## config.mk

```make
export PLATFORM = sky130hd
export DESIGN_NAME = icache
export DESIGN_NICKNAME = d
export VERILOG_FILES = /design/src/hw/icache_pkg.sv /design/src/hw/icache.sv /design/src/hw/icache_mem.sv /design/src/hw/icache_ctrl.sv
export SDC_FILE = /design/constraint.sdc
export NUM_CORES = 2
export LEC_CHECK = 0
export BUFFER_PORTS_ARGS = -buffer_cell sky130_fd_sc_hd__buf_2
export CAP_MARGIN = 40
export CORE_ASPECT_RATIO = 1.25
export CORE_MARGIN = 4
export CORE_UTILIZATION = 49
export CTS_CLUSTER_DIAMETER = 100
export CTS_CLUSTER_SIZE = 12
export DETAILED_ROUTE_END_ITERATION = 6
export PLACE_DENSITY_LB_ADDON = 0.08
export SYNTH_ARGS = -nofsm -noshare
export SYNTH_HDL_FRONTEND = slang
export SYNTH_SLANG_ARGS = --single-unit
```

## constraint.sdc

```tcl
create_clock -name clock -period 8.8 [get_ports clock]
set_clock_uncertainty 0.05 [all_clocks]
set_input_delay 1.76 -clock clock [delete_from_list [all_inputs] [get_ports clock]]
set_output_delay 1.76 -clock clock [all_outputs]
set_load 0.05 [all_outputs]
```

## src/hw/icache_pkg.sv

```systemverilog
`default_nettype none

package icache_pkg;

  // ##########################################################################
  // Widths and address split
  // ##########################################################################

  typedef logic [63:0] addr_t;
  typedef logic [63:0] word_t;
  typedef logic [4:0]  cache_index_t;  // Address bits 7 to 3
  typedef logic [7:0]  cache_tag_t;    // Address bits 15 to 8
  typedef logic [3:0]  mem_tag_t;      // Zero is never a valid token

  localparam int unsigned cache_lines = 32;

  // The fetch address is split the same way by the controller and the storage
  function automatic cache_index_t addr_index(input addr_t addr);
    return addr[7:3];
  endfunction

  function automatic cache_tag_t addr_tag(input addr_t addr);
    return addr[15:8];
  endfunction

  // ##########################################################################
  // Encodings
  // ##########################################################################

  typedef enum logic [1:0] {
    BUS_NONE  = 2'h0,
    BUS_LOAD  = 2'h1,
    BUS_STORE = 2'h2   // Kept for the bus format, the cache never stores
  } bus_cmd_e;

  typedef enum logic [1:0] {
    LOOKUP    = 2'h0,
    REQUEST   = 2'h1,
    WAIT_DATA = 2'h2
  } ctrl_state_e;

  // ##########################################################################
  // Bundles
  // ##########################################################################

  typedef struct packed {
    bus_cmd_e command;
    addr_t    addr;       // Always on an 8-byte boundary
  } mem_req_t;

  typedef struct packed {
    mem_tag_t response;   // Token for an accepted load, zero while busy
    word_t    data;
    mem_tag_t tag;        // Token of the load whose data is on the bus
  } mem_rsp_t;

  typedef struct packed {
    logic         write_enable;
    cache_index_t index;
    cache_tag_t   tag;
    word_t        data;
  } fill_t;

endpackage

`default_nettype wire
```

## src/hw/icache.sv

```systemverilog
`default_nettype none
`timescale 1ns/1ps

module icache (
  input  logic                 clock,
  input  logic                 reset,
  input  icache_pkg::addr_t    fetch_addr,
  input  icache_pkg::mem_rsp_t mem_rsp,
  output icache_pkg::mem_req_t mem_req,
  output icache_pkg::word_t    fetch_data,
  output logic                 fetch_valid
);

  import icache_pkg::*;

  fill_t fill;        // Controller to storage
  logic  line_hit;    // Storage to controller and processor
  word_t line_data;

  // ##########################################################################
  // Miss controller
  // ##########################################################################

  icache_ctrl ctrl_inst (
    .clock      (clock),
    .reset      (reset),
    .fetch_addr (fetch_addr),
    .hit        (line_hit),
    .mem_rsp    (mem_rsp),
    .mem_req    (mem_req),
    .fill       (fill)
  );

  // ##########################################################################
  // Line storage
  // ##########################################################################

  icache_mem mem_inst (
    .clock      (clock),
    .reset      (reset),
    .fetch_addr (fetch_addr),
    .fill       (fill),
    .hit        (line_hit),
    .data       (line_data)
  );

  // The processor sees the storage directly, a miss simply stays invalid until the fill lands
  assign fetch_valid = line_hit;
  assign fetch_data  = line_data;

endmodule

`default_nettype wire

```

## src/hw/icache_mem.sv

```systemverilog
`default_nettype none
`timescale 1ns/1ps

module icache_mem (
  input  logic              clock,
  input  logic              reset,
  input  icache_pkg::addr_t fetch_addr,
  input  icache_pkg::fill_t fill,
  output logic              hit,
  output icache_pkg::word_t data
);

  import icache_pkg::*;

  // ##########################################################################
  // Line storage
  // ##########################################################################

  word_t                  data_lines [cache_lines];
  cache_tag_t             tag_lines  [cache_lines];
  logic [cache_lines-1:0] valid_bits;

  cache_index_t fetch_index;
  cache_tag_t   fetch_tag;

  assign fetch_index = addr_index(fetch_addr);
  assign fetch_tag   = addr_tag(fetch_addr);

  // Read side is purely combinational so a hit answers in the fetch cycle
  assign hit  = valid_bits[fetch_index] && (tag_lines[fetch_index] == fetch_tag);
  assign data = data_lines[fetch_index];

  always_ff @(posedge clock) begin
    if (reset) begin
      valid_bits <= '0;                        // Every line starts empty
    end else if (fill.write_enable) begin
      valid_bits[fill.index] <= 1'b1;
    end
  end

  always_ff @(posedge clock) begin
    if (fill.write_enable) begin
      data_lines[fill.index] <= fill.data;
      tag_lines[fill.index]  <= fill.tag;
    end
  end

  // ##########################################################################
  // Checks
  // ##########################################################################

  // On a steady address a hit only appears right after the fill of that line
  hit_rise_from_fill: assert property (@(posedge clock) disable iff (reset)
    $rose(hit) && $stable(fetch_addr) |->
      $past(fill.write_enable) && ($past(fill.index) == fetch_index) &&
      ($past(fill.tag) == fetch_tag));

endmodule

`default_nettype wire

```

## src/hw/icache_ctrl.sv

```systemverilog
`default_nettype none
`timescale 1ns/1ps

module icache_ctrl (
  input  logic                 clock,
  input  logic                 reset,
  input  icache_pkg::addr_t    fetch_addr,
  input  logic                 hit,
  input  icache_pkg::mem_rsp_t mem_rsp,
  output icache_pkg::mem_req_t mem_req,
  output icache_pkg::fill_t    fill
);

  import icache_pkg::*;

  cache_index_t current_index;
  cache_tag_t   current_tag;
  cache_index_t last_index;
  cache_tag_t   last_tag;
  logic         changed_addr;

  ctrl_state_e  state;
  ctrl_state_e  next_state;
  mem_tag_t     mem_token;    // Token of the load we are waiting on

  logic         send_load;
  logic         token_accepted;
  logic         data_arrived;

  // ##########################################################################
  // Address tracking
  // ##########################################################################

  assign current_index = addr_index(fetch_addr);
  assign current_tag   = addr_tag(fetch_addr);
  assign changed_addr  = (current_index != last_index) || (current_tag != last_tag);

  // All ones out of reset, so the first fetch address looks new
  always_ff @(posedge clock) begin
    if (reset) begin
      last_index <= '1;
      last_tag   <= '1;
    end else begin
      last_index <= current_index;
      last_tag   <= current_tag;
    end
  end

  // ##########################################################################
  // Miss handling
  // ##########################################################################

  assign send_load      = (state == REQUEST) && !changed_addr;
  assign token_accepted = send_load && (mem_rsp.response != '0);
  // Only data tagged with our own token counts, and only for the address it was loaded for
  assign data_arrived   = (state == WAIT_DATA) && !changed_addr && (mem_rsp.tag == mem_token);

  always_comb begin
    next_state = state;
    if (changed_addr) begin
      // A new address drops whatever was in flight
      next_state = hit ? LOOKUP : REQUEST;
    end else begin
      case (state)
        LOOKUP: begin
          if (!hit) begin
            next_state = REQUEST;
          end
        end
        REQUEST: begin
          if (token_accepted) begin
            next_state = WAIT_DATA;
          end
        end
        WAIT_DATA: begin
          if (data_arrived) begin
            next_state = LOOKUP;
          end
        end
        default: next_state = LOOKUP;
      endcase
    end
  end

  always_ff @(posedge clock) begin
    if (reset) begin
      state <= LOOKUP;
    end else begin
      state <= next_state;
    end
  end

  always_ff @(posedge clock) begin
    if (reset) begin
      mem_token <= '0;
    end else if (changed_addr || data_arrived) begin
      mem_token <= '0;                 // Stale data can no longer match
    end else if (token_accepted) begin
      mem_token <= mem_rsp.response;
    end
  end

  // ##########################################################################
  // Outputs
  // ##########################################################################

  // A busy answer leaves the state in REQUEST, so the load repeats next cycle
  assign mem_req.command = send_load ? BUS_LOAD : BUS_NONE;
  assign mem_req.addr    = {fetch_addr[63:3], 3'b000};

  assign fill.write_enable = data_arrived;
  assign fill.index        = current_index;
  assign fill.tag          = current_tag;
  assign fill.data         = mem_rsp.data;

  // Loads go out only while the storage still misses on the requested line
  load_only_on_miss: assert property (@(posedge clock) disable iff (reset)
    (mem_req.command == BUS_LOAD) |-> (state == REQUEST) && !hit);

  // WAIT_DATA is entered only with a real token, so a fill never matches an idle bus
  fill_has_token: assert property (@(posedge clock) disable iff (reset)
    fill.write_enable |-> (mem_token != '0));

endmodule

`default_nettype wire

```

[After elaboration in Yosys (flattened, before gate mapping)]
Memories as Yosys holds them, arrays and structs flattened.
Index checks and enable logic that the tools add are counted.
Word-level totals
  RAM bits: 2304
  bits in registers: 51
  input port bits: 138
  bits in latches: 0
  output and inout bits: 131
  logic and storage cells: 45
  memories: 2
  ROM bits: 0
Memory list
  mem_inst.data_lines: words 32, bits a word 64, rd ports 1, clocked after Yosys merged registers in 0, wr ports 1, RTL line icache_mem.sv:19  | word_t data_lines [cache_lines];
  mem_inst.tag_lines: words 32, bits a word 8, rd ports 1, clocked after Yosys merged registers in 0, wr ports 1, RTL line icache_mem.sv:20  | cache_tag_t tag_lines [cache_lines];
Operators by class
  eq/ne operators: 9
  bitwise logic cells: 1
  multipliers: 0
  $add $sub $neg: 0
  shift-type cells: 0
  muxes and demuxes: 13
  reductions and logical operators: 13
  $lt $le $gt $ge: 2
  div/mod/pow operators: 0
Operators by type and width (number)
  32-bit OR: 1
  8-bit == test: 1
  2-bit 2-to-1 mux: 4
  8-bit != test: 1
  1-bit logical AND: 6
  5-bit by 6-bit < comparator with 1-bit output (second input constant): 1
  1-bit 2-to-1 mux: 6
  3-bit by 1-bit != test with 1-bit output (second input constant): 2
  2-bit one-hot mux with 3 select lines: 1
  1-bit binary-select mux with 5-bit select: 1
  1-bit demux with 5-bit select: 1
  5-bit by 1-bit >= comparator with 1-bit output (second input constant): 1
  5-bit != test: 1
  4-bit == test: 1
  4-bit nonzero test: 1
  3-bit != test (second input constant): 1
  3-bit AND reduction: 1
  2-bit by 1-bit == test with 1-bit output (second input constant): 1
  2-bit == test (second input constant): 1
  2-bit zero test: 1
  1-bit logical OR: 2
  2-bit OR reduction: 1
  1-bit zero test: 1

[Longest topological paths before layout]
  depth in word-level cells: 8
  gate-level depth with buffers: 12
  gate-level depth less buffers: 8

[By module]
A second synthesis with hierarchy kept.
Unflattened totals
  cells, all modules: 3826
  area total of the unflattened synthesis: 90742.0 µm²
By module, submodules not included
  icache_mem: area an instance 88816.4 µm², cells each 3596, instances 1, seq. area each 69827.0 µm²
  icache_ctrl: area an instance 1925.6 µm², cells each 230, instances 1, seq. area each 380.4 µm²

[Least setup slack after synthesis]
OpenSTA, ideal clock, no wires.
  path kind: input to register
  start point: in fetch_addr[4]
  end point: mem mem_inst.data_lines[13][0] (netlist bit), enable pin
  cell stages on the path: 9
  data arrival time: 6.207 ns
  path buffers: 2
  required time: 8.247 ns
  slack: 2.041 ns
  setup time: 0.503 ns
  cell sequence: buf_6 -> buf_12 -> xor2_1 -> nor4_1 -> nand4_1 -> nor4_2 -> and2b_2 -> nand2_4 -> nor2_1
Between the ends
  word-level cells in the longest chain between the ends: 7
Ends and longest elaborated chain
  start: declaration: RTL line icache.sv:7  | input icache_pkg::addr_t fetch_addr,
  5-bit != test: RTL line icache_ctrl.sv:36  | assign changed_addr = (current_index != last_index) || (current_tag != last_tag);
  1-bit logical OR: RTL line icache_ctrl.sv:36
  1-bit zero test: RTL line icache_ctrl.sv:56  | assign data_arrived = (state == WAIT_DATA) && !changed_addr && (mem_rsp.tag == mem_token);
  1-bit logical AND (2 in series): RTL line icache_ctrl.sv:56
  1-bit 2-to-1 mux: RTL line icache_mem.sv:42  | if (fill.write_enable) begin
  1-bit 2-to-1 mux (not written as such): RTL line icache_mem.sv:43  | data_lines[fill.index] <= fill.data;
  end: declaration: RTL line icache_mem.sv:19
Several ways; a longest one is shown, not always the timed one.

[Worst setup path after layout]
  start point: in fetch_addr[7]
  end point: out fetch_valid
Between the ends
  word-level cells in the longest chain between the ends: 3
  elaborated cells on any way between the ends: 5
  classes of those cells: eq/ne: 1; mux: 2; reduce/logical: 1; memory: 1
Ends and longest elaborated chain
  memory 32 x 8 bit / 1-bit binary-select mux with 5-bit select (equally long branches)
  8-bit == test / 1-bit 2-to-1 mux (equally long branches): RTL line icache_mem.sv:30  | assign hit = valid_bits[fetch_index] && (tag_lines[fetch_index] == fetch_tag);
  1-bit logical AND *: RTL line icache_mem.sv:30
  end: declaration: RTL line icache.sv:11  | output logic fetch_valid
Every way passes the cells marked *; elsewhere a longest branch is shown, timed or not. The select of a mux whose other input is x is not followed.

==> flow_metrics.tcl <==
set metrics [dict create \
    path_delay_family "simple AND/OR/NAND/NOR gates" \
    rsz0062_at_grt "no" \
    port_buffers 165 \
    worstPathRequired_ps 6990 \
    ys_types 61 \
    ys_async_sr_fraction 0 \
    final_hold_viol_count 0 \
    ioPinCount 269 \
    cts.clk_slew.worst_paths_ps 60 \
    dieArea_mm2 0.189 \
    cp-end-kind "primary output" \
    relSlewSlack 0.355 \
    grt-busiest-layer "met2" \
    synth-edff-count 2304 \
    yosys_warnings 0 \
    synthCells 3877 \
    leakagePower_nw 30.9 \
    cts_buffer_depth 3 \
    die_w_um 390 \
    grtUsageTotal 0.247 \
    cts_tree "built" \
    hold_class "reg -> reg" \
    grt_pass1_wl_mm 328 \
    rows 174 \
    cp_max_fo 31 \
    grt_max_degree 107 \
    via_per_inst 6.39 \
    grt_pass1_vias 43100 \
    setup_violations 0 \
    postSynthAreaPerCell_um2 23.0 \
    use_met1 0.348 \
    critPathKind "in -> out" \
    dr.pass1.iters 7 \
    die_h_um 485 \
    violations "design-rule violations" \
    grt-ovfl-total 0 \
    drv_cap 0 \
    dp.cells 6304 \
    initial_core_util 0.494 \
    netlist_area_mm2 0.0892 \
    stdcell_count 6589 \
    drive_above_1_share 0.283 \
    synth_top_flop_cell "edfxtp_1" \
    slew_viol_final 0 \
    fillers 13500 \
    grt.met2_usage 0.405 \
    tightest_slew_ps 968 \
    p_per_area_mw_per_mm2 218 \
    path_cells "buf_2, buf_4, nand3b_1, o22ai_1, o21ai_0, nand4_1, xnor2_1, nand4_1, nor3_1, buf_2" \
    h-tree-depth 4 \
    area_growth_pct 11.5 \
    routed_wl_mm 233 \
    synth_seq_cells 2355 \
    cp-start-kind "input port" \
    dr.first_iter.drc_count 4428 \
    wl_per_cell_um 35.3 \
    coreArea_mm2 0.180 \
    critical-path-slowest-cell "nand3b_1" \
    crit_buf_inv 3 \
    dr_total_vias 42100 \
    setup_tns_ps 0 \
    grt_use_met3 0.0430 \
    dp_hpwl_mm 120 \
    status "complete, but fails checks" \
    cts_resized 0 \
    ir_drop_uv 187 \
    arrival_ps 5390 \
    clock-sinks 2355 \
    cts_setup_buffers 0 \
    max_clock_freq_ghz 0.139 \
    ctsRootBufferMaster "clkbuf_16" \
    finalCritPeriodShare 0.818 \
    cpPeakStageDelay_ps 650 \
    nets 4282 \
    gp_congestion 0.719 \
    numCtsBuffers 214 \
    clk_latency_ps 860 \
    seq_area_frac_synth 0.787 \
    drcViolationCount 7 \
    antenna_found_initial 20 \
    cts-hold-fix-buffers 0 \
    period_minus_slack_ps 7200 \
    antenna_left 0 \
]
==> placed cells by master, fill, tap and decap left out, types with 5 or more instances in the layout <==
master and instances:
xnor2_1 17, a21oi_1 5, o21ba_1 9, o22ai_1 30, nand4_1 71, o21ai_0 5, nand2_1 25, mux2i_1 94
nor2_1 32, dfxtp_1 51, clkbuf_16 217, nor4_1 7, nor2_4 33, buf_4 106, nand3_1 7, mux4_2 534
buf_2 163, mux2_2 17, o21ba_2 15, edfxtp_1 2304, buf_12 42, nor3_1 7, a22oi_1 249, o32ai_1 10
diode_2 11, clkbuf_1 43, buf_16 11, or2_2 14, xor2_1 8
==> report_power, final <==
part / internal (mW) / total, mW / leakage (nW) / switching (mW)
combinational: 0.351 / 1.06 / 6.93 / 0.712
clock: 4.42 / 8.29 / 2.82 / 3.87
sequential: 12.3 / 12.3 / 21.1 / 0.00134
total: 17.1 / 21.7 / 30.9 / 4.58
==> flip-flops by register name, indices dropped and copies added, names as in the netlist <==
signal,flops
mem_inst.data_lines,2048
mem_inst.tag_lines,256
mem_inst.valid_bits,32
ctrl_inst.last_tag,8
ctrl_inst.last_index,5
ctrl_inst.mem_token,4
ctrl_inst.state,2
==> worst register-to-register path, stage by stage (launching register included) <==
cell     delay (ps)
dfxtp_1         300
xor2_1          150
nor4_1          310
nand4_1         250
nor4_2          800
and2b_2         340
nand2_4         190
nor2_4          650
buf_4           670
==> final timing paths <==
path	cells after the start	slack [ps]	startpoint	endpoint
min	2	420	mem_inst.valid_bits[14]	mem_inst.valid_bits[14]
min reg2reg	2	420	mem_inst.valid_bits[14]	mem_inst.valid_bits[14]
max reg2reg	8	4670	ctrl_inst.last_tag[2]	mem_inst.data_lines[5][12]
max	10	1600	fetch_addr[7]	fetch_valid
==> kinds of logic after synthesis <==
| group | Yosys count | synth area share |
|---|---|---|
| other | 1 | 0.0000420 |
| XOR/XNOR | 25 | 0.00245 |
| flip-flops | 2355 | 0.787 |
| multiplexers | 649 | 0.149 |
| buffers and inverters | 280 | 0.0182 |
| AND/OR/NAND/NOR | 234 | 0.0153 |
| AO/OA/AOI/OAI | 333 | 0.0283 |
==> routing by layer <==
layer | share of wire | wire length, um
met1 | 0.42 | 96700
met2 | 0.50 | 116000
met3 | 0.063 | 14600
met4 | 0.023 | 5250
met5 | 0.00027 | 62
==> cells in the mapped netlist (15+ instances only) <==
library cell / count / area [um^2]
dfxtp_1: 51 / 1020
nand4_1: 71 / 444
mux2_2: 17 / 191
nor2_1: 52 / 195
mux4_2: 534 / 12000
buf_2: 119 / 596
xnor2_1: 17 / 149
buf_4: 76 / 571
mux2i_1: 94 / 941
o22ai_1: 30 / 188
clkbuf_1: 60 / 225
edfxtp_1: 2304 / 69200
nand2_1: 25 / 93.8
a22oi_1: 249 / 1870
o21ba_2: 15 / 150
==> final cells by class <==
type	count	area, um^2	area share
clock inverters	14	224	0.00225
multi-input cells	1245	17600	0.177
diodes	11	27.5	0.000277
flip-flops and latches	2355	70200	0.706
well taps	2376	2970	0.0299
inverters	2	7.51	0.0000755
repair buffers	326	2820	0.0283
clock buffers	260	5590	0.0562
==> stage by stage <==
| stage | utilization | hold WS (ps) | setup slack (ps) | instance area [um^2] | total power [mW] |
|---|---|---|---|---|---|
| floorplan | - | 382 | 2040 | 89200 | 13.3 |
| global placement | 0.516 | 395 | 1580 | 93100 | 13.6 |
| detailed placement | 0.519 | 411 | 1600 | 93600 | 13.6 |
| CTS | 0.551 | 425 | 1590 | 99500 | 21.9 |
| global route | 0.551 | 443 | 1470 | 99500 | 22.4 |
| finish | 0.551 | 423 | 1600 | 99500 | 21.7 |
(Power assumes the default switching activity.)
